<file path="config.mk">
export PLATFORM = sky130hd
export DESIGN_NAME = bus_arbiter
export DESIGN_NICKNAME = d
export VERILOG_FILES = /design/src/source/rv_mem_pkg.sv /design/src/source/bus_arbiter.sv
export SDC_FILE = /design/constraint.sdc
export NUM_CORES = 1
export LEC_CHECK = 0
export ABC_AREA = 1
export BUFFER_PORTS_ARGS = -buffer_cell sky130_fd_sc_hd__buf_2
export CORE_AREA = 2 2 124 126
export DETAILED_ROUTE_END_ITERATION = 7
export DIE_AREA = 0 0 126 128
export HOLD_SLACK_MARGIN = 0.06
export PLACE_DENSITY_LB_ADDON = 0.25
export RECOVER_POWER = 25
export SYNTH_ARGS = -nofsm -noshare
export SYNTH_HDL_FRONTEND = slang
export SYNTH_SLANG_ARGS = --single-unit
</file>
<file path="constraint.sdc">
create_clock -name clk -period 1.91 [get_ports clk]
set_input_delay 0.191 -clock clk [delete_from_list [all_inputs] [get_ports clk]]
set_output_delay 0.191 -clock clk [all_outputs]
set_load 0.005 [all_outputs]
</file>
<file path="src/verification/program.hex">
// one 32-bit instruction word per line, little-endian in memory from address 0
// legal and illegal encodings mixed, comment gives the form
00000537 // lui
00000517 // auipc
0000006f // jal
00008067 // jalr f3 0
00009067 // jalr f3 1, illegal
00208463 // beq
00002083 // lw
00003083 // load f3 3, illegal
00002023 // sw
00003023 // store f3 3, illegal
00109093 // slli
40105093 // srai
40101093 // slli with f7 0x20, illegal
00000073 // ecall
30200073 // mret
00001073 // csrrw
00003073 // csrrc, illegal
ffffffff // illegal
00000013 // addi
00000033 // add

</file>
<file path="src/source/rv_mem_pkg.sv">
/*
 * Shared constants and types for the fetch / load-store memory subsystem.
 * Bus widths, memory geometry, LFSR seed, RV32I opcodes and funct3 codes,
 * plus the access size and response encodings. Modules pull these in with
 * a wildcard import in their header.
 */
`default_nettype none

package rv_mem_pkg;

	localparam int XLEN           = 32;
	localparam int MEM_WORDS      = 256;
	localparam int MEM_IDX_BITS   = $clog2(MEM_WORDS);
	localparam logic [XLEN-1:0] RESET_PC = 32'h0000_0000;
	localparam int MAX_DELAY_BITS = 2;
	localparam logic [15:0] LFSR_SEED = 16'hace1;
	localparam string MEM_INIT_FILE = "/design/src/verification/program.hex";

	// rv32i major opcodes
	typedef enum logic [6:0] {
		OPC_LUI    = 7'b0110111,
		OPC_AUIPC  = 7'b0010111,
		OPC_JAL    = 7'b1101111,
		OPC_JALR   = 7'b1100111,
		OPC_BRANCH = 7'b1100011,
		OPC_LOAD   = 7'b0000011,
		OPC_STORE  = 7'b0100011,
		OPC_OP_IMM = 7'b0010011,
		OPC_OP     = 7'b0110011,
		OPC_SYSTEM = 7'b1110011
	} opcode_e;

	// whole-word system encodings
	localparam logic [XLEN-1:0] ECALL_WORD  = 32'h0000_0073;
	localparam logic [XLEN-1:0] EBREAK_WORD = 32'h0010_0073;
	localparam logic [XLEN-1:0] MRET_WORD   = 32'h3020_0073;

	localparam logic [2:0] F3_JALR      = 3'b000;
	localparam logic [2:0] F3_LB        = 3'b000;
	localparam logic [2:0] F3_LH        = 3'b001;
	localparam logic [2:0] F3_LW        = 3'b010;
	localparam logic [2:0] F3_LBU       = 3'b100;
	localparam logic [2:0] F3_LHU       = 3'b101;
	localparam logic [2:0] F3_SB        = 3'b000;
	localparam logic [2:0] F3_SH        = 3'b001;
	localparam logic [2:0] F3_SW        = 3'b010;
	localparam logic [2:0] F3_SLLI      = 3'b001;
	localparam logic [2:0] F3_SRLI_SRAI = 3'b101;
	localparam logic [6:0] F7_SHIFT_LOG = 7'b0000000;
	localparam logic [6:0] F7_SHIFT_ARI = 7'b0100000;
	localparam logic [2:0] F3_CSRRW     = 3'b001;
	localparam logic [2:0] F3_CSRRS     = 3'b010;

	typedef enum logic [1:0] {
		SZ_BYTE = 2'd0,
		SZ_HALF = 2'd1,
		SZ_WORD = 2'd2
	} acc_size_e;

	typedef enum logic [1:0] {
		RESP_OKAY   = 2'b00,
		RESP_SLVERR = 2'b10
	} bus_resp_e;

endpackage

`default_nettype wire
</file>
<file path="src/source/bus_arbiter.sv">
/*
 * Two-master arbiter in front of the single-ported memory. While idle it
 * grants one requester, the load/store unit first. The owner is latched on
 * the request handshake and kept until the response handshake, so every
 * response is steered back to the master that asked for it.
 */
`timescale 1ns/1ps
`default_nettype none

module bus_arbiter
	import rv_mem_pkg::*;
(
	input  logic              clk,
	input  logic              rst,
	input  logic              if_req_valid_i,
	output logic              if_req_ready_o,
	input  logic              if_req_we_i,
	input  logic [XLEN-1:0]   if_req_addr_i,
	input  logic [XLEN-1:0]   if_req_wdata_i,
	input  logic [XLEN/8-1:0] if_req_wstrb_i,
	output logic              if_rsp_valid_o,
	input  logic              if_rsp_ready_i,
	output logic [XLEN-1:0]   if_rsp_data_o,
	output logic [1:0]        if_rsp_resp_o,
	input  logic              ls_req_valid_i,
	output logic              ls_req_ready_o,
	input  logic              ls_req_we_i,
	input  logic [XLEN-1:0]   ls_req_addr_i,
	input  logic [XLEN-1:0]   ls_req_wdata_i,
	input  logic [XLEN/8-1:0] ls_req_wstrb_i,
	output logic              ls_rsp_valid_o,
	input  logic              ls_rsp_ready_i,
	output logic [XLEN-1:0]   ls_rsp_data_o,
	output logic [1:0]        ls_rsp_resp_o,
	output logic              m_req_valid_o,
	input  logic              m_req_ready_i,
	output logic              m_req_we_o,
	output logic [XLEN-1:0]   m_req_addr_o,
	output logic [XLEN-1:0]   m_req_wdata_o,
	output logic [XLEN/8-1:0] m_req_wstrb_o,
	input  logic              m_rsp_valid_i,
	output logic              m_rsp_ready_o,
	input  logic [XLEN-1:0]   m_rsp_data_i,
	input  logic [1:0]        m_rsp_resp_i
);

	typedef enum logic [1:0] {
		OWN_NONE,
		OWN_IF,
		OWN_LS
	} bus_owner_e;

	bus_owner_e owner;
	bus_owner_e grant;
	logic       idle;

	assign idle  = (owner == OWN_NONE);
	assign grant = ls_req_valid_i ? OWN_LS : (if_req_valid_i ? OWN_IF : OWN_NONE);

	// request side follows the grant, only while nothing is outstanding
	assign m_req_valid_o  = idle && (grant != OWN_NONE);
	assign m_req_we_o     = (grant == OWN_LS) ? ls_req_we_i : if_req_we_i;
	assign m_req_addr_o   = (grant == OWN_LS) ? ls_req_addr_i : if_req_addr_i;
	assign m_req_wdata_o  = (grant == OWN_LS) ? ls_req_wdata_i : if_req_wdata_i;
	assign m_req_wstrb_o  = (grant == OWN_LS) ? ls_req_wstrb_i : if_req_wstrb_i;
	assign if_req_ready_o = idle && (grant == OWN_IF) && m_req_ready_i;
	assign ls_req_ready_o = idle && (grant == OWN_LS) && m_req_ready_i;

	// response side follows the latched owner
	assign if_rsp_valid_o = (owner == OWN_IF) && m_rsp_valid_i;
	assign ls_rsp_valid_o = (owner == OWN_LS) && m_rsp_valid_i;
	assign if_rsp_data_o  = (owner == OWN_IF) ? m_rsp_data_i : '0;
	assign ls_rsp_data_o  = (owner == OWN_LS) ? m_rsp_data_i : '0;
	assign if_rsp_resp_o  = (owner == OWN_IF) ? m_rsp_resp_i : RESP_OKAY;
	assign ls_rsp_resp_o  = (owner == OWN_LS) ? m_rsp_resp_i : RESP_OKAY;
	assign m_rsp_ready_o  = (owner == OWN_IF) ? if_rsp_ready_i :
		(owner == OWN_LS) ? ls_rsp_ready_i : 1'b0;

	always_ff @(posedge clk) begin
		if (rst)
			owner <= OWN_NONE;
		else if (m_req_valid_o && m_req_ready_i)
			owner <= grant;
		else if (m_rsp_valid_i && m_rsp_ready_o)
			owner <= OWN_NONE;
	end

	a_one_rsp: assert property (@(posedge clk) disable iff (rst)
		!(if_rsp_valid_o && ls_rsp_valid_o));

endmodule

`default_nettype wire

</file>
; Yosys cells after proc, flatten, opt, wreduce, memory -nomap -nowiden
; Cells that the tools add are included.
; Widths: inputs -> output; s select.
[classes]
eq_ne = 4
muxes = 14
reduce_logical = 12
[op_table]
columns = cell, n
row1 = $mux 32, 4
row2 = $mux 2, 5
row3 = $logic_and 1x1->1, 9
row4 = $eq 2x1->1 const B, 2
row5 = $eq 2x2->1 const B, 2
row6 = $mux 1, 4
row7 = $mux 4, 1
row8 = $reduce_bool 2->1, 2
row9 = $logic_not 2->1, 1
[word_totals]
register_bits = 2
input_bits = 180

; Depth between registers and ports, before layout
[logic_depth]
depth_word = 6
mapped_depth = 6
depth_no_buf = 6

; Worst setup path before layout
; Ideal clock, no wire load.
[synth_timing]
path_kind = register to output
from = register owner[1]
to = output if_rsp_data_o[10]
arrival_ns = 0.828
slack_ns = 0.891
path_stages_with_launch = 5
cell_sequence = dfxtp_1 -> inv_2 -> nand2_1 -> buf_2 -> nor2_1
[synth_between]
elab_chain_len = 2
[synth_lines]
columns = item, line_no
row1 = "start, declared", bus_arbiter.sv:53  ; bus_owner_e owner;
row2 = "start signal, assigned", bus_arbiter.sv:83  ; owner <= grant;
row3 = $eq 2x1->1, bus_arbiter.sv:72  ; assign if_rsp_data_o = (owner == OWN_IF) ? m_rsp_data_i : '0;
row4 = $mux 32, bus_arbiter.sv:72
row5 = "end, declared", bus_arbiter.sv:23  ; output logic [XLEN-1:0] if_rsp_data_o,
; Every way passes these cells.

; Worst setup path in the final report
[layout_timing]
from = input ls_req_valid_i
to = output m_req_wdata_o[9]
[layout_between]
elab_chain_len = 3
[layout_lines]
columns = item, line_no
row1 = "start, declared", bus_arbiter.sv:25  ; input logic ls_req_valid_i,
row2 = $mux 2, bus_arbiter.sv:58  ; assign grant = ls_req_valid_i ? OWN_LS : (if_req_valid_i ? OWN_IF : OWN_NONE);
row3 = $eq 2x2->1, bus_arbiter.sv:64  ; assign m_req_wdata_o = (grant == OWN_LS) ? ls_req_wdata_i : if_req_wdata_i;
row4 = $mux 32, bus_arbiter.sv:64
row5 = "end, declared", bus_arbiter.sv:39  ; output logic [XLEN-1:0] m_req_wdata_o,
; Every way passes these cells.

==> run metrics <==
outcome completed; Area growth, synth to finish 129%; number of enable flip-flop cells after synthesis 0; Hold Crit Start rst; most instantiated cells after synthesis nand2_1, nor2_1, inv_1; Clk Latency, worst-skew pair 0.22 ns; Clk pin slew, worst setup/hold paths 0.03 ns; Initial Util 9.53%; Worst-Margin Slew 0.772 ns; Non-Filler Instances 852; Initial DRT Pass Iterations 4; Lkg Pwr 2.40 nW; Seq/Total Area, Yosys 2.83%; first-pass GRT wire length 13000 um; placed cells 849; GRT Total Usage 9.62%; crit start category input port; WHS 0.147 ns; Synth Flop Type dfxtp_1; P_int 616 uW; Vias/cell 3.67; Die X 126 um; Pwr Density 302 mW/mm2; First DRT Iteration DRCs 93; RSZ-0062 raised after global routing no; crit end category primary output; achievable frequency 0.646 GHz; CTS Buffer Depth 2; core footprint 0.0149 mm2; Hold Path Class input port to flip-flop; Comb pwr share 63.0%; antenna cell count 0; Worst Path Required 1.72 ns; Slew HR 48.5%; initial antenna violation count 1; DRC 0; Synth area leaders nand2_1, nor2_1, inv_1, buf_2, dfxtp_1; worst vdd ir 0.146 mV; I/O Buffers 322; clock share of power 32.1%; routed length per instance 10.5 um; Largest register FFs 2; distinct cell type count of the synthesized netlist 14; Sw Pwr 363 uW; number of CTS-inserted buffers 3; cts hold-fix bufs 0; fin crit share 81.1%; Largest Register owner; post-CTS sizing 0; asr flop ratio synth 0%; Synth top area share 55.9%; Post-DRT Antenna Nets 0; WS Path Type input port to primary output; largest net degree at the start of global routing 73; syn_nets 536; Die ar. 0.0161 mm2; final wirelength 8950 um; placer congestion estimate 0.747; Total Neg Setup Slack 0 ns; reg2reg start owner[0]$_SDFFE_PP0P_; CTS Sinks 2; largest fanout on the critical path 72; crit path DAT 1.36 ns; most used standard cell by instance count after synthesis nand2_1; total gr overflow 0; number of setup buffers added after CTS 0; Root Buffer clkbuf_16; cell accounting for the most synthesized area nand2_1; Clock Skew 0.00117 ns; die height 128 um; biggest regs owner x2; Seq pwr share 4.9%; Layout Nets 846; Ys Warns 0; Site Rows 45; H-tree levels 1; Mapped Cells 356; Sw Ratio 37.0%; total power 979 uW; synthesized area 0.00142 mm2; CTS tree yes; crit path from ls_req_valid_i; io pins 323; post-DP HPWL 7790 um; Min Clock Period, post-route 1.55 ns; Syn Area/Cell 3.98 um2; share of cells above drive strength 1 46.4%; Hold Vio Cnt, Final 0; max_cap viols 0; # setup viols final 0; number of global-route vias before repair 2769; Slew Viols, Final 0; Vias 3131; Yosys reg bits 2
cell families after synthesis:
family          count (synthesis)  share of synthesized area [%]
compound gates                  3                           1.24
simple gates                  290                           77.7
buf+inv                        61                           18.2
flops                           2                           2.83
stage by stage:
step	utilization [%]	setup WS [ns]	cell area, um2
floorplan	-	0.891	1420
global placement	21.6	0.570	3210
detailed placement	21.6	0.578	3210
CTS	22.1	0.441	3290
global route	21.8	0.226	3240
finish	21.8	0.361	3240
cell type report:
type	count	area, um2
clock buffers	3	75.1
fillers	1812	11600
well taps	188	235
multi-input cells	293	1120
repair buffers	326	1630
inverters	40	150
flip-flops and latches	2	40.0
cell usage in the layout (no fill, tap or decap):
| cell type | instances |
|---|---|
| buf_2 | 299 |
| nand2_1 | 211 |
| nor2_1 | 71 |
| inv_1 | 38 |
| clkbuf_1 | 23 |
| nand3_1 | 6 |
| clkbuf_16 | 3 |
| inv_2 | 2 |
| a21oi_1 | 2 |
| dfxtp_1 | 2 |
| buf_4 | 2 |
| nand4_1 | 1 |
| o21a_1 | 1 |
| or2_0 | 1 |
| buf_12 | 1 |
| clkbuf_4 | 1 |
path summary, 6_finish.rpt:
check	slack (ns)	to	cells past startpoint
max reg2reg	0.90	owner[0]$_SDFFE_PP0P_	3
min	0.15	owner[1]$_SDFFE_PP0P_	2
max	0.36	m_req_wdata_o[9]	5
min reg2reg	0.53	owner[1]$_SDFFE_PP0P_	2
power by group through the flow:
stage	clock network, mW	registers (mW)	logic [mW]
floorplan	0	0.0478	0.254
global placement	0	0.0486	0.640
detailed placement	0	0.0486	0.637
CTS	0.318	0.0481	0.640
global route	0.328	0.0482	0.697
finish	0.314	0.0480	0.617
worst max-delay path, stage by stage:
cell	delay, ns
buf_2	0.09
clkbuf_4	0.63
nand2_1	0.18
nand2_1	0.12
buf_2	0.12
routing by layer:
layer,GRT usage [%],share of wire (%),vias up
met5,0,0,-
met4,1.42,1.1,0
met3,2.34,11,10
met2,19.3,51,203
met1,10.3,37,1282
li1,-,-,1636
Power figures use the tool's default switching activity.
