$ cat src/verification/program.hex
// one 32-bit instruction word per line, little-endian in memory from address 0
// legal and illegal encodings mixed, comment gives the form
00000537 // lui
00000517 // auipc
0000006f // jal
00008067 // jalr f3 0
00009067 // jalr f3 1, illegal
00208463 // beq
00002083 // lw
00003083 // load f3 3, illegal
00002023 // sw
00003023 // store f3 3, illegal
00109093 // slli
40105093 // srai
40101093 // slli with f7 0x20, illegal
00000073 // ecall
30200073 // mret
00001073 // csrrw
00003073 // csrrc, illegal
ffffffff // illegal
00000013 // addi
00000033 // add

$ cat src/source/rv_mem_pkg.sv
/*
 * Shared constants and types for the fetch / load-store memory subsystem.
 * Bus widths, memory geometry, LFSR seed, RV32I opcodes and funct3 codes,
 * plus the access size and response encodings. Modules pull these in with
 * a wildcard import in their header.
 */
`default_nettype none

package rv_mem_pkg;

	localparam int XLEN           = 32;
	localparam int MEM_WORDS      = 256;
	localparam int MEM_IDX_BITS   = $clog2(MEM_WORDS);
	localparam logic [XLEN-1:0] RESET_PC = 32'h0000_0000;
	localparam int MAX_DELAY_BITS = 2;
	localparam logic [15:0] LFSR_SEED = 16'hace1;
	localparam string MEM_INIT_FILE = "/design/src/verification/program.hex";

	// rv32i major opcodes
	typedef enum logic [6:0] {
		OPC_LUI    = 7'b0110111,
		OPC_AUIPC  = 7'b0010111,
		OPC_JAL    = 7'b1101111,
		OPC_JALR   = 7'b1100111,
		OPC_BRANCH = 7'b1100011,
		OPC_LOAD   = 7'b0000011,
		OPC_STORE  = 7'b0100011,
		OPC_OP_IMM = 7'b0010011,
		OPC_OP     = 7'b0110011,
		OPC_SYSTEM = 7'b1110011
	} opcode_e;

	// whole-word system encodings
	localparam logic [XLEN-1:0] ECALL_WORD  = 32'h0000_0073;
	localparam logic [XLEN-1:0] EBREAK_WORD = 32'h0010_0073;
	localparam logic [XLEN-1:0] MRET_WORD   = 32'h3020_0073;

	localparam logic [2:0] F3_JALR      = 3'b000;
	localparam logic [2:0] F3_LB        = 3'b000;
	localparam logic [2:0] F3_LH        = 3'b001;
	localparam logic [2:0] F3_LW        = 3'b010;
	localparam logic [2:0] F3_LBU       = 3'b100;
	localparam logic [2:0] F3_LHU       = 3'b101;
	localparam logic [2:0] F3_SB        = 3'b000;
	localparam logic [2:0] F3_SH        = 3'b001;
	localparam logic [2:0] F3_SW        = 3'b010;
	localparam logic [2:0] F3_SLLI      = 3'b001;
	localparam logic [2:0] F3_SRLI_SRAI = 3'b101;
	localparam logic [6:0] F7_SHIFT_LOG = 7'b0000000;
	localparam logic [6:0] F7_SHIFT_ARI = 7'b0100000;
	localparam logic [2:0] F3_CSRRW     = 3'b001;
	localparam logic [2:0] F3_CSRRS     = 3'b010;

	typedef enum logic [1:0] {
		SZ_BYTE = 2'd0,
		SZ_HALF = 2'd1,
		SZ_WORD = 2'd2
	} acc_size_e;

	typedef enum logic [1:0] {
		RESP_OKAY   = 2'b00,
		RESP_SLVERR = 2'b10
	} bus_resp_e;

endpackage

`default_nettype wire
$ cat src/source/fetch_unit.sv
/*
 * Instruction fetch unit. Holds the PC, reads one word per instruction over
 * the shared request/response bus and presents it with a one-cycle
 * fetch_valid_o pulse. Then waits for last_finish_i from execute, which
 * also selects the next PC from trap, jump, branch or pc + 4.
 */
`timescale 1ns/1ps
`default_nettype none

module fetch_unit
	import rv_mem_pkg::*;
(
	input  logic            clk,
	input  logic            rst,
	input  logic            last_finish_i,
	input  logic            trap_i,
	input  logic [XLEN-1:0] trap_pc_i,
	input  logic            jump_i,
	input  logic [XLEN-1:0] jump_target_i,
	input  logic            branch_taken_i,
	input  logic [XLEN-1:0] branch_target_i,
	output logic            fetch_valid_o,
	output logic [XLEN-1:0] inst_o,
	output logic [XLEN-1:0] pc_o,
	output logic            inst_invalid_o,
	output logic            req_valid_o,
	output logic [XLEN-1:0] req_addr_o,
	output logic            req_we_o,
	input  logic            req_ready_i,
	input  logic            rsp_valid_i,
	input  logic [XLEN-1:0] rsp_data_i,
	input  logic [1:0]      rsp_resp_i,
	output logic            rsp_ready_o
);

	typedef enum logic [1:0] {
		REQ,
		WAIT_RSP,
		DELIVER,
		WAIT_FINISH
	} fetch_state_e;

	fetch_state_e    state;
	logic            legal;
	logic            rsp_err;
	logic [XLEN-1:0] next_pc;
	// address of the word in flight, pc_o takes it on delivery
	logic [XLEN-1:0] fetch_pc;

	rv32_legal_check u_legal (
		.inst_i  (rsp_data_i),
		.legal_o (legal)
	);

	assign rsp_err = (rsp_resp_i != RESP_OKAY);

	// redirect priority: trap, jump, taken branch, sequential
	assign next_pc = trap_i ? trap_pc_i :
		jump_i ? jump_target_i :
		branch_taken_i ? branch_target_i :
		pc_o + 32'd4;

	assign req_addr_o    = fetch_pc;
	assign req_we_o      = 1'b0;
	assign rsp_ready_o   = (state == WAIT_RSP);
	assign fetch_valid_o = (state == DELIVER);

	always_ff @(posedge clk) begin
		if (rst) begin
			state          <= REQ;
			req_valid_o    <= 1'b0;
			pc_o           <= RESET_PC;
			fetch_pc       <= RESET_PC;
			inst_invalid_o <= 1'b0;
		end else begin
			case (state)
				REQ: begin
					// first cycle after reset raises the request
					if (!req_valid_o) begin
						req_valid_o <= 1'b1;
					end else if (req_ready_i) begin
						req_valid_o <= 1'b0;
						state       <= WAIT_RSP;
					end
				end
				WAIT_RSP: begin
					if (rsp_valid_i) begin
						inst_invalid_o <= rsp_err | ~legal;
						pc_o           <= fetch_pc;
						state          <= DELIVER;
					end
				end
				DELIVER: begin
					state <= WAIT_FINISH;
				end
				WAIT_FINISH: begin
					if (last_finish_i) begin
						fetch_pc    <= next_pc;
						req_valid_o <= 1'b1;
						state       <= REQ;
					end
				end
				default: begin
					state <= REQ;
				end
			endcase
		end
	end

	// instruction register, zero on a bus error
	always_ff @(posedge clk) begin
		if (state == WAIT_RSP && rsp_valid_i)
			inst_o <= rsp_err ? '0 : rsp_data_i;
	end

	a_addr_stable: assert property (@(posedge clk) disable iff (rst)
		req_valid_o && !req_ready_i |=> req_valid_o && $stable(req_addr_o));

endmodule

`default_nettype wire

$ cat src/source/rv32_legal_check.sv
/*
 * Combinational legality check for fetched instruction words.
 * legal_o is high only for the supported RV32I subset: U/J types, JALR,
 * branches, the five loads, three stores, OP-IMM with valid shift forms,
 * any OP, CSRRW/CSRRS and the exact ECALL, EBREAK and MRET words.
 */
`timescale 1ns/1ps
`default_nettype none

module rv32_legal_check
	import rv_mem_pkg::*;
(
	input  logic [XLEN-1:0] inst_i,
	output logic            legal_o
);

	logic [2:0] f3;
	logic [6:0] f7;

	assign f3 = inst_i[14:12];
	assign f7 = inst_i[31:25];

	always_comb begin
		legal_o = 1'b0;
		case (inst_i[6:0])
			OPC_LUI, OPC_AUIPC, OPC_JAL, OPC_BRANCH, OPC_OP: begin
				legal_o = 1'b1;
			end
			OPC_JALR: begin
				legal_o = (f3 == F3_JALR);
			end
			OPC_LOAD: begin
				legal_o = f3 inside {F3_LB, F3_LH, F3_LW, F3_LBU, F3_LHU};
			end
			OPC_STORE: begin
				legal_o = f3 inside {F3_SB, F3_SH, F3_SW};
			end
			OPC_OP_IMM: begin
				// shifts carry their kind in the upper immediate bits
				if (f3 == F3_SLLI)
					legal_o = (f7 == F7_SHIFT_LOG);
				else if (f3 == F3_SRLI_SRAI)
					legal_o = (f7 == F7_SHIFT_LOG) || (f7 == F7_SHIFT_ARI);
				else
					legal_o = 1'b1;
			end
			OPC_SYSTEM: begin
				legal_o = (f3 == F3_CSRRW) || (f3 == F3_CSRRS) ||
					(inst_i == ECALL_WORD) || (inst_i == EBREAK_WORD) ||
					(inst_i == MRET_WORD);
			end
			default: begin
				legal_o = 1'b0;
			end
		endcase
	end

endmodule

`default_nettype wire

$ cat config.mk
export PLATFORM = sky130hd
export DESIGN_NAME = fetch_unit
export DESIGN_NICKNAME = d
export VERILOG_FILES = /design/src/source/rv_mem_pkg.sv /design/src/source/fetch_unit.sv /design/src/source/rv32_legal_check.sv
export SDC_FILE = /design/constraint.sdc
export NUM_CORES = 1
export LEC_CHECK = 0
export BUFFER_PORTS_ARGS = -buffer_cell sky130_fd_sc_hd__buf_4
export CORE_MARGIN = 1
export CORE_UTILIZATION = 52
export CTS_CLUSTER_SIZE = 24
export DETAILED_ROUTE_END_ITERATION = 8
export GPL_ROUTABILITY_DRIVEN = 0
export PLACE_DENSITY = 0.87
export SLEW_MARGIN = 20
export SYNTH_ARGS = -nofsm -noshare
export SYNTH_HDL_FRONTEND = slang
export SYNTH_SLANG_ARGS = --single-unit
$ cat constraint.sdc
create_clock -name clk -period 5.1 [get_ports clk]
set_clock_uncertainty 0.15 [all_clocks]
set_input_delay 0 -clock clk [delete_from_list [all_inputs] [get_ports clk]]
set_output_delay 0 -clock clk [all_outputs]
set_load 0.02 [all_outputs]
* After elaboration in Yosys (flattened, before gate mapping) *
Index checks and enable logic that the tools add are counted.

storage, ports and cells
  bits of input ports = 138
  output and inout port bits = 101
  bits in registers = 100

operators by class
  eq/ne operators = 25
  bitwise gates (word level) = 2
  reductions and logical operators = 18
  add/sub/neg operators = 1
  multiplexer cells = 15

operator list
  cell                                                                     count
  32-bit 2-to-1 mux                                                        3
  32-bit by 3-bit adder with 32-bit output, second input constant          1
  32-bit by 21-bit equality test with 1-bit output, second input constant  1
  32-bit by 30-bit equality test with 1-bit output, second input constant  1
  32-bit by 7-bit equality test with 1-bit output, second input constant   1
  7-bit by 6-bit equality test with 1-bit output, second input constant    4
  7-bit equality test, second input constant                               4
  7-bit by 5-bit equality test with 1-bit output, second input constant    2
  2-bit 2-to-1 mux                                                         4
  2-bit inequality test, second input constant                             4
  2-bit case mux with 4 select lines                                       1
  7-bit by 2-bit equality test with 1-bit output, second input constant    1
  7-bit zero test                                                          1
  3-bit equality test, second input constant                               2
  1-bit case mux with 6 select lines                                       1
  2-bit AND reduction                                                      3
  1-bit logical OR                                                         5
  1-bit 2-to-1 mux                                                         5
  5-bit nonzero test                                                       1
  5-bit OR reduction                                                       1
  2-bit equality test, second input constant                               2
  4-bit AND reduction                                                      1
  2-bit nonzero test                                                       2
  3-bit by 1-bit equality test with 1-bit output, second input constant    1
  other kinds (9)                                                          9

* Depth between registers and ports, before layout *
Gate-level depths: netlist (run 1).

  depth after elaboration = 8
  depth in mapped cells = 8
  mapped depth without buffers = 8

* Hierarchy *
Synthesis (run 1) repeated with hierarchy kept, for this count alone.

unflattened totals
  cell total of the unflattened synthesis = 620
  area total of the unflattened synthesis = 5395.2 um2

by module, submodules not included
  module            cells an instance  area each (um2)  times used
  fetch_unit        588                5173.7           1
  rv32_legal_check  32                 221.5            1

* Worst setup path after synthesis (run 1) *
No wires, ideal clock.

  path kind = register -> register
  start point = register state[1]
  end point = register inst_o[0] (enable)
  required time = 4.541 ns
  library setup time = 0.409 ns
  arrival = 2.072 ns
  buffers on the path = 1
  stages on the path, launching flop included = 6
  path slack = 2.469 ns
  clock period less this slack = 2.631 ns
  path through = dfxtp_1 inv_1 ha_1 nand2_1 clkinv_1 buf_1

on the way
  cells in the longest elaborated chain, start to end = 2

RTL lines
  element                                         line               text
  start: declaration                              fetch_unit.sv:43   fetch_state_e state;
  start signal: assignment                        fetch_unit.sv:70   state <= REQ;
  start signal: assignment                        fetch_unit.sv:83   state <= WAIT_RSP;
  start signal: assignment                        fetch_unit.sv:90   state <= DELIVER;
  2-bit by 1-bit equality test with 1-bit output  -
  via rsp_ready_o                                 fetch_unit.sv:33   output logic rsp_ready_o
  1-bit logical AND                               fetch_unit.sv:112  if (state == WAIT_RSP && rsp_valid_i)
  end signal: assignment                          fetch_unit.sv:113  inst_o <= rsp_err ? '0 : rsp_data_i;
  end: declaration                                fetch_unit.sv:23   output logic [XLEN-1:0] inst_o,

The timed path passes the listed nets, and every way through them passes these cells.
A chain may end at the register's enable or synchronous reset.

* Worst setup path in the final report (run 1) *
  start point = register state[0]
  end point = register fetch_pc[20], in the netlist req_addr_o[20]

on the way
  cells in the longest elaborated chain, start to end = 2

RTL lines
  element                        line              text
  2-bit equality test            fetch_unit.sv:76  case (state)
  2-bit AND reduction (no line)  -
  end signal: assignment         fetch_unit.sv:98  fetch_pc <= next_pc;
  end: declaration               fetch_unit.sv:48  logic [XLEN-1:0] fetch_pc;

No other way between the ends.

==> results of run 1 <==
-- final timing paths --
path | start | end | slack, ns | depth (start not counted)
worst max-delay path | state[0] | req_addr_o[20] | 1.35 | 9
worst min register to register | req_addr_o[17] | pc_o[17] | 0.33 | 2
worst max register to register | state[0] | req_addr_o[20] | 1.35 | 9
worst min-delay path | branch_target_i[18] | req_addr_o[18] | 0.004 | 5
-- kinds of logic (layout without fill, tap and decap cells) --
family,after synthesis,after routing
muxes,10,10
DFF,100,100
buffers and inverters,57,367
xor gates and xnor gates,22,22
adders and majority gates,5,5
and+or+nand+nor,269,269
other,1,1
AOI/OAI and AO/OA,160,160
-- through the flow --
stage,total power [uW],cell area [um^2],setup slack (ns)
global route,2120,8360,1.20
finish,2050,8360,1.35
CTS,2030,8360,1.50
global placement,1430,7160,2.32
detailed placement,1450,7160,2.48
floorplan,1210,5410,2.47
-- state kept, by name, summed over array words and instances (netlist names) --
signal and count:
req_addr_o 32, inst_o 32, state 2, inst_invalid_o 1, pc_o 32, req_valid_o 1
-- worst reg2reg max path, stage by stage (launching register included) --
cell and delay [ns]:
dfxtp_1 0.40, ha_1 0.28, nand2_1 0.08, buf_4 0.26
nor2_1 0.70, o21ai_0 0.35, a2bb2oi_1 0.24, dlygate4sd3_1 0.62
o31ai_1 0.06, dlygate4sd3_1 0.57
-- cell type report --
cell class / instances / area (um^2) / share of cell area, %
clock buffers: 13 / 163 / 1.95
clock inverters: 3 / 45.0 / 0.539
inverters: 13 / 48.8 / 0.584
multi-input cells: 467 / 2830 / 33.9
flip-flops and latches: 100 / 2320 / 27.8
well taps: 133 / 166 / 1.99
repair buffers: 338 / 2790 / 33.3
-- cells in the final DEF, fill, tap and decap left out, types with 4 or more instances in the layout --
cell and count:
a21oi_1 54, a221oi_1 10, buf_4 239, and2_1 33
and4_1 4, clkbuf_8 11, and3_1 4, inv_1 10
o21ai_0 22, edfxtp_1 32, o31ai_1 4, ha_1 5
o211ai_1 6, nand2_1 105, nor4_1 9, o32ai_1 6
mux2i_1 9, dlygate4sd3_1 99, xnor2_1 16, nand3_1 11
o22ai_1 7, nor2_1 34, a211oi_1 13, a31oi_1 6
nand4_1 8, nand2b_1 6, dfxtp_1 68, xor2_1 6
or3_1 4, nor3_1 26, nor4_2 5
-- report_power, final --
part / internal (uW) / switching [uW]
combinational: 260 / 329
sequential: 892 / 36.2
clock: 261 / 277
-- routing by layer --
| metal | track usage [%] | vias up | wire length [um] |
|---|---|---|---|
| li1 | - | 2878 | - |
| met1 | 44.3 | 3078 | 7710 |
| met2 | 70.0 | 543 | 10600 |
| met3 | 8.46 | 105 | 2140 |
| met4 | 21.1 | 0 | 1080 |
| met5 | 0 | - | 0 |
-- timing repair --
action,CTS,global route
endpoints found under the hold margin,65,0
hold buffers,99,0
resized for setup,0,0
==> results.sh, run 1 <==
export IMPL_cts_root_buf="clkbuf_8"
export IMPL_yosysWarnings=0
export IMPL_cts_buffer_depth=2
export IMPL_stdcell_count=1067
export IMPL_synth_edf_count=32
export IMPL_nNetsFinal=1072
export IMPL_die_area_um2=10800
export IMPL_path_cells="ha_1, nand2_1, buf_4, nor2_1, o21ai_0, a2bb2oi_1, dlygate4sd3_1, o31ai_1, dlygate4sd3_1"
export IMPL_drive_gt1_share_pct=29.4
export IMPL_avgRoutedWirePerCell_um=20.2
export IMPL_hp_class="input port to flop"
export IMPL_crit_path_frequent_cell="dlygate4sd3_1"
export IMPL_synth_compound_area_share_pct=19.7
export IMPL_crit_slowest_cell="nor2_1"
export IMPL_status="completed"
export IMPL_fin_util_pct=84.4
export IMPL_grt_pass1_wl_um=34000
export IMPL_vias=6604
export IMPL_vias_per_cell=6.19
export IMPL_ioPinCount=239
export IMPL_worst_pin_slew_ns=0.937
export IMPL_track_usage_pct=39.5
export IMPL_antenna_cells=0
export IMPL_crit_buf_inv=3
export IMPL_syn_area_per_cell_um2=8.66
export IMPL_synth_top_family_by_area="simple AND/OR/NAND/NOR gates"
export IMPL_crit_fanout=32
export IMPL_worst_ir_drop_vdd_mv=0.153
export IMPL_slew_headroom_pct=37.1
export IMPL_slew_viol_final=0
export IMPL_yosysMostFrequentCell="nand2_1"
export IMPL_cts_sinks=100
export IMPL_num_rows=36
export IMPL_synthAdderAreaFrac_pct=1.16
export IMPL_fin_hold_ws_ns=0.00411
export IMPL_crit_type="flop to flop"
export IMPL_cts_setup_buffers=0
export IMPL_cts_clk_slew_worst_paths_ns=0.10
export IMPL_drt_iter0_markers=709
export IMPL_first_pass_iters=6
export IMPL_synth_nets=767
export IMPL_die_y_um=104
export IMPL_port_buffers=237
export IMPL_rsz0062_at_grt="false"
export IMPL_fin_tns_setup_ns=0
export IMPL_synth_seq_cells=100
export IMPL_grt_pass1_vias=6747
export IMPL_die_width_um=104
export IMPL_htree_levels=3
export IMPL_place_inst=952
export IMPL_synth_main_ff_cell="dfxtp_1"
export IMPL_yosysSeqAreaShare_pct=43.0
export IMPL_synth_commonest_cells="nand2_1, dfxtp_1, a21oi_1"
export IMPL_synth_cell_types=69
export IMPL_setup_viol=0
export IMPL_synthToLayoutAreaGrowth_pct=54.7
export IMPL_worstPathArrival_ns=3.92
export IMPL_yosysTopAreaCellShare_pct=25.2
export IMPL_hold_violations=0
export IMPL_cts_tree="yes"
export IMPL_route_detailed_drc=0
export IMPL_grt_max_degree=66
export IMPL_dpl_hpwl_um=12900
export IMPL_maxCapViolations=0
export IMPL_fmax_mhz=267
export IMPL_antenna_found_initial=0
export IMPL_crit_required_ns=5.27
export IMPL_p_per_area_nw_per_um2=246
export IMPL_min_period_over_period_pct=73.5
export IMPL_fin_crit_ns=3.75
export IMPL_leakage_uw=0.00342
export IMPL_cts_inserted_buffers=9
export IMPL_cp_top_family="buffers and inverters"
export IMPL_grt_overflow_total=0
export IMPL_synthArstFlopShare_pct=0
export IMPL_routed_wl_um=21500
export IMPL_critPathMaxStageDelay_ns=0.69
export IMPL_coreArea_um2=9910
export IMPL_worstSetupStartpointType="flop"
export IMPL_fillers=583
export IMPL_synth_simple_area_share_pct=25.9
export IMPL_synthTopCellsByArea="dfxtp_1, edfxtp_1, nand2_1"
export IMPL_initial_core_util_pct=54.5
export IMPL_antenna_left=0
export IMPL_synth_xor_area_share_pct=3.56
export IMPL_setup_worst_path_end_class="flop"
export IMPL_synth_cells=624
export IMPL_clock_latency_ns=0.36
export IMPL_synth_area_mux_share_pct=1.88
export IMPL_yosys_area_top_type="dfxtp_1"
export IMPL_syn_cell_area_um2=5410
Power figures use the tool's default switching activity.
==> inputs of run 2 (changes only) <==
- CORE_UTILIZATION: 52 -> 48
- PLACE_DENSITY: 0.87 -> 0.81
- clock period: 5.1 -> 3.49 ns (I/O delays scaled with it)
==> results.sh, run 2 (synthesis gave the netlist of run 1 again) <==
export IMPL_die_width_um=108
export IMPL_die_area_um2=11700
export IMPL_worstSetupStartpointType="flop"
export IMPL_swShare_pct=31.9
export IMPL_setup_worst_path_end_class="flop"
export IMPL_avgRoutedWirePerCell_um=19.3
export IMPL_crit_slowest_cell="dlygate4sd3_1"
export IMPL_fillers=719
export IMPL_final_common_cell="buf_4"
export IMPL_pwr_share_clk_pct=24.3
export IMPL_cts_sinks=100
export IMPL_setup_viol=0
export IMPL_first_pass_iters=6
export IMPL_status="completed"
export IMPL_crit_required_ns=3.62
export IMPL_fmax_mhz=300
export IMPL_path_cells="ha_1, and2_2, buf_4, nand2_1, a221oi_1, dlygate4sd3_1, a211oi_1, dlygate4sd3_1"
export IMPL_fin_crit_ns=3.33
export IMPL_antenna_cells=0
export IMPL_drive_gt1_share_pct=29.5
export IMPL_power_frac_comb_pct=29.7
export IMPL_slew_viol_final=0
export IMPL_track_usage_pct=35.6
export IMPL_grt_max_degree=65
export IMPL_maxCapViolations=0
export IMPL_antenna_found_initial=0
export IMPL_crit_fanout=12
export IMPL_num_rows=38
export IMPL_placed_cell_area_um2=7200
export IMPL_leakage_uw=0.00347
export IMPL_p_per_area_nw_per_um2=349
export IMPL_vias=6399
export IMPL_synthToLayoutAreaGrowth_pct=56.6
export IMPL_cts_inserted_buffers=9
export IMPL_p_seq_share_pct=45.9
export IMPL_dpl_hpwl_um=13500
export IMPL_cts_buffer_depth=2
export IMPL_hold_violations=0
export IMPL_hp_class="input port to flop"
export IMPL_routed_wl_um=21000
export IMPL_coreArea_um2=10900
export IMPL_grt_pass1_wl_um=31700
export IMPL_p_switching_uw=943
export IMPL_htree_levels=3
export IMPL_grt_overflow_total=0
export IMPL_worst_ir_drop_vdd_mv=0.254
export IMPL_cts_clk_slew_worst_paths_ns=0.10
export IMPL_rsz0062_at_grt="false"
export IMPL_crit_path_frequent_cell="dlygate4sd3_1"
export IMPL_antenna_left=0
export IMPL_final_area_um2=8470
export IMPL_fin_tns_setup_ns=0
export IMPL_vias_per_cell=5.89
export IMPL_crit_buf_inv=3
export IMPL_cts_tree="yes"
export IMPL_route_detailed_drc=0
export IMPL_cts_setup_buffers=0
export IMPL_initial_core_util_pct=49.6
export IMPL_worst_pin_slew_ns=0.834
export IMPL_min_period_over_period_pct=95.4
export IMPL_critPathMaxStageDelay_ns=0.61
export IMPL_cts_root_buf="clkbuf_8"
export IMPL_grt_pass1_vias=6400
export IMPL_worstPathArrival_ns=3.46
export IMPL_port_buffers=237
export IMPL_clock_latency_ns=0.38
export IMPL_cp_top_family="buffers and inverters"
export IMPL_p_int_uw=2010
export IMPL_drt_iter0_markers=557
export IMPL_ioPinCount=239
export IMPL_die_y_um=108
export IMPL_nNetsFinal=1085
export IMPL_crit_type="flop to flop"
export IMPL_slew_headroom_pct=44.3
export IMPL_final_cell_mix="buf_4, dlygate4sd3_1, nand2_1"
run 2: layout make-up:
class                      instances  area [um^2]  share of cell area, %
timing repair buffer             351         2910                   34.3
multi-input combinational        467         2830                   33.4
sequential                       100         2320                   27.4
tap                              140          175                   2.07
clock buffer                      13          163                   1.92
inverter                          13         48.8                  0.576
clock inverter                     3         21.3                  0.251
run 2: routing by layer:
layer / share of wire (%) / GRT usage [%] / vias to the layer above
met5: 0 / 0 / -
met1: 36 / 39.8 / 2975
li1: - / - / 2904
met3: 10 / 6.87 / 74
met2: 50 / 63.0 / 446
met4: 3.9 / 20.1 / 0
run 2: power by group through the flow:
| stage | Clock [uW] | Sequential (uW) | Combinational, uW |
|---|---|---|---|
| 6_report | 718 | 1360 | 878 |
| 5_1_grt | 762 | 1360 | 934 |
| 4_1_cts | 714 | 1350 | 853 |
| 3_5_place_dp | 0 | 1380 | 744 |
| 3_3_place_gp | 0 | 1370 | 728 |
| 2_1_floorplan | 0 | 1470 | 301 |
run 2: tightest hold or removal path: cells and delay by family:
| family | cells | cell delay, ns |
|---|---|---|
| and+or+nand+nor | 1 | 0.19 |
| AOI/OAI and AO/OA | 2 | 0.19 |
| buffers and inverters | 1 | 0.11 |
run 2: through the flow:
stage	cells	util [%]	hold slack [ns]	setup WS, ns	power, uW
6_report	1087	77.8	0.00657	0.160	2950
5_1_grt	1087	77.8	0.0437	0.0816	3060
4_1_cts	1087	77.7	0.00324	0.140	2920
3_5_place_dp	963	66.1	0.108	1.12	2120
3_3_place_gp	963	66.1	0.103	1.26	2100
2_1_floorplan	624	-	0.0138	0.859	1770
run 2: worst paths after layout:
| path | from | endpoint | slack, ns | cells past startpoint |
|---|---|---|---|---|
| worst max register to register | state[1] | req_addr_o[25] | 0.16 | 8 |
| worst max-delay path | state[1] | req_addr_o[25] | 0.16 | 8 |
| worst min register to register | req_addr_o[19] | pc_o[19] | 0.33 | 2 |
| worst min-delay path | branch_target_i[19] | req_addr_o[19] | 0.007 | 4 |
run 2: repair_timing:
item / 4_1_cts / 5_1_grt
endpoints found under the setup margin: 0 / 1
hold buffers: 108 / 0
resized for setup: 0 / 1
hold endpoints to repair: 67 / 0
==> inputs of run 3 (changes only) <==
- ABC_AREA: unset -> 1
- CORE_UTILIZATION: 48 -> 44
- PLACE_DENSITY: 0.81 -> 0.77
- clock period: 3.49 -> 3 ns (I/O delays scaled with it)
==> results.sh, run 3 <==
export IMPL_synthTopCellsByArea="dfxtp_1, edfxtp_1, nand2_1"
export IMPL_vias_per_cell=5.32
export IMPL_yosysWarnings=0
export IMPL_yosysSeqAreaShare_pct=40.1
export IMPL_r2r_start="pc_o[6]"
export IMPL_stdcell_count=1367
export IMPL_path_cells="nand2_2, nor2_4, nand2_1, nor2_2, nand2_1, nand2_1, nand3_1, nand2_1, nand2_1, nand2_1, dlygate4sd3_1, a21oi_1, dlygate4sd3_1"
export IMPL_hold_violations=0
export IMPL_synth_compound_area_share_pct=16.3
export IMPL_die_width_um=117
export IMPL_synthAdderAreaFrac_pct=1.08
export IMPL_crit_type="flop to flop"
export IMPL_rsz0062_at_grt="true"
export IMPL_routed_wl_um=23000
export IMPL_coreArea_um2=12700
export IMPL_fin_ws_ns=0.101
export IMPL_setup_worst_path_end_class="flop"
export IMPL_antenna_cells=0
export IMPL_crit_buf_inv=2
export IMPL_cts_root_buf="clkbuf_16"
export IMPL_syn_cell_area_um2=5790
export IMPL_min_period_over_period_pct=96.6
export IMPL_nNetsFinal=1333
export IMPL_port_buffers=237
export IMPL_status="completed"
export IMPL_dpl_hpwl_um=14700
export IMPL_synth_nets=986
export IMPL_grt_pass1_wl_um=34300
export IMPL_synth_top_family_by_area="simple AND/OR/NAND/NOR gates"
export IMPL_worstSetupStartpointType="flop"
export IMPL_synth_edf_count=32
export IMPL_track_usage_pct=33.2
export IMPL_place_inst=1219
export IMPL_final_cell_mix="buf_4, nand2_1, nor2_1"
export IMPL_critPathMaxStageDelay_ns=0.57
export IMPL_antenna_left=0
export IMPL_cts_clk_slew_worst_paths_ns=0.07
export IMPL_p_per_area_nw_per_um2=499
export IMPL_final_common_cell="buf_4"
export IMPL_worst_pin_slew_ns=0.620
export IMPL_synthArstFlopShare_pct=0
export IMPL_die_y_um=117
export IMPL_synth_main_ff_cell="dfxtp_1"
export IMPL_cp_top_family="buffers and inverters"
export IMPL_hp_class="input port to flop"
export IMPL_grt_max_degree=58
export IMPL_cp_startpoint="pc_o[6]"
export IMPL_synth_commonest_cells="nand2_1, nor2_1, a21oi_1"
export IMPL_fillers=915
export IMPL_die_area_um2=13600
export IMPL_worstPathArrival_ns=2.98
export IMPL_synth_cells=843
export IMPL_synth_area_mux_share_pct=0
export IMPL_yosysMostFrequentCell="nand2_1"
export IMPL_crit_required_ns=3.08
export IMPL_fin_hold_ws_ns=0.0631
export IMPL_crit_path_frequent_cell="nand2_1"
export IMPL_num_rows=41
export IMPL_ioPinCount=239
export IMPL_worst_ir_drop_vdd_mv=0.379
export IMPL_synth_seq_cells=100
export IMPL_clock_latency_ns=0.35
export IMPL_yosys_area_top_type="dfxtp_1"
export IMPL_synth_xor_area_share_pct=1.51
export IMPL_leakage_uw=0.00409
export IMPL_grt_pass1_vias=6826
export IMPL_fmax_mhz=345
export IMPL_route_detailed_drc=0
export IMPL_synth_cell_types=38
export IMPL_vias=7274
export IMPL_slew_headroom_pct=58.6
export IMPL_crit_fanout=5
export IMPL_setup_viol=0
export IMPL_cts_tree="yes"
export IMPL_cts_buffer_depth=2
export IMPL_hp_start="rsp_valid_i"
export IMPL_drt_iter0_markers=644
export IMPL_first_pass_iters=5
export IMPL_yosysTopAreaCellShare_pct=23.5
export IMPL_synthToLayoutAreaGrowth_pct=61.7
export IMPL_slew_viol_final=0
export IMPL_htree_levels=3
export IMPL_syn_area_per_cell_um2=6.87
export IMPL_synth_simple_area_share_pct=32.0
export IMPL_crit_slowest_cell="dlygate4sd3_1"
export IMPL_drive_gt1_share_pct=29.3
export IMPL_cts_inserted_buffers=9
export IMPL_antenna_found_initial=0
export IMPL_initial_core_util_pct=45.5
export IMPL_maxCapViolations=0
export IMPL_cts_sinks=100
export IMPL_dp_slack_ns=0.984
export IMPL_grt_overflow_total=0
export IMPL_fin_crit_ns=2.90
export IMPL_avgRoutedWirePerCell_um=16.8
## run 3: path summary, 6_finish.rpt
kind         depth (start not counted)             end  slack [ns]
min reg2reg                          2  req_addr_o[10]        0.34
min                                  4        state[0]        0.06
max                                 13  req_addr_o[29]        0.10
max reg2reg                         13  req_addr_o[29]        0.10
## run 3: area by class of cell
| type | instances | area, um^2 | area share, % |
|---|---|---|---|
| timing repair buffer | 380 | 3170 | 33.8 |
| multi-input combinational | 625 | 3050 | 32.6 |
| sequential | 100 | 2360 | 25.2 |
| inverter | 74 | 280 | 2.99 |
| clock buffer | 10 | 239 | 2.55 |
| tap | 172 | 215 | 2.30 |
| clock inverter | 6 | 51.3 | 0.548 |
## run 3: report_power, final
| part | switching [uW] | total (uW) | internal, uW | leakage (uW) |
|---|---|---|---|---|
| registers | 200 | 1840 | 1640 | 0.000863 |
| logic | 947 | 1680 | 730 | 0.00308 |
| clock network | 559 | 1160 | 600 | 0.000142 |
## run 3: worst register-to-register path: stages (launching register included)
cell and delay [ns]:
dfxtp_4 0.39, nand2_2 0.14, nor2_4 0.17, nand2_1 0.13, nor2_2 0.18, nand2_1 0.07
nand2_1 0.05, nand3_1 0.11, nand2_1 0.11, nand2_1 0.06, nand2_1 0.05, dlygate4sd3_1 0.54
a21oi_1 0.07, dlygate4sd3_1 0.57
## run 3: what timing repair did
action	in CTS	in global routing
hold endpoints to repair	68	0
endpoints found under the setup margin	0	20
setup buffers	0	8
resized for setup	0	54
hold buffers	125	0
## run 3: metal layers
layer	track usage (%)	part of all wire, %	up-vias
met5	0	0	-
met4	14.2	3.3	0
met3	6.54	9.1	64
met2	57.4	49	429
met1	40.1	39	3343
li1	-	-	3438
## run 3: per-stage QoR
step | cell area, um^2 | util [%] | TNS, ns | power, uW
after floorplan | 5790 | - | 0 | 2620
after global placement | 7630 | 60.0 | 0 | 3270
after detailed placement | 7630 | 60.0 | 0 | 3280
after CTS | 9170 | 72.1 | 0 | 4570
after global routing | 9370 | 73.6 | -0.0514 | 4870
final | 9370 | 73.6 | 0 | 4670
## run 3: logic make-up (layout without fill, tap and decap cells)
logic type | Yosys count | count (layout)
simple gates | 432 | 432
compound gates | 177 | 177
buf+inv | 118 | 470
flops | 100 | 100
xor+xnor | 10 | 10
fa+ha+maj | 5 | 5
other cells | 1 | 1
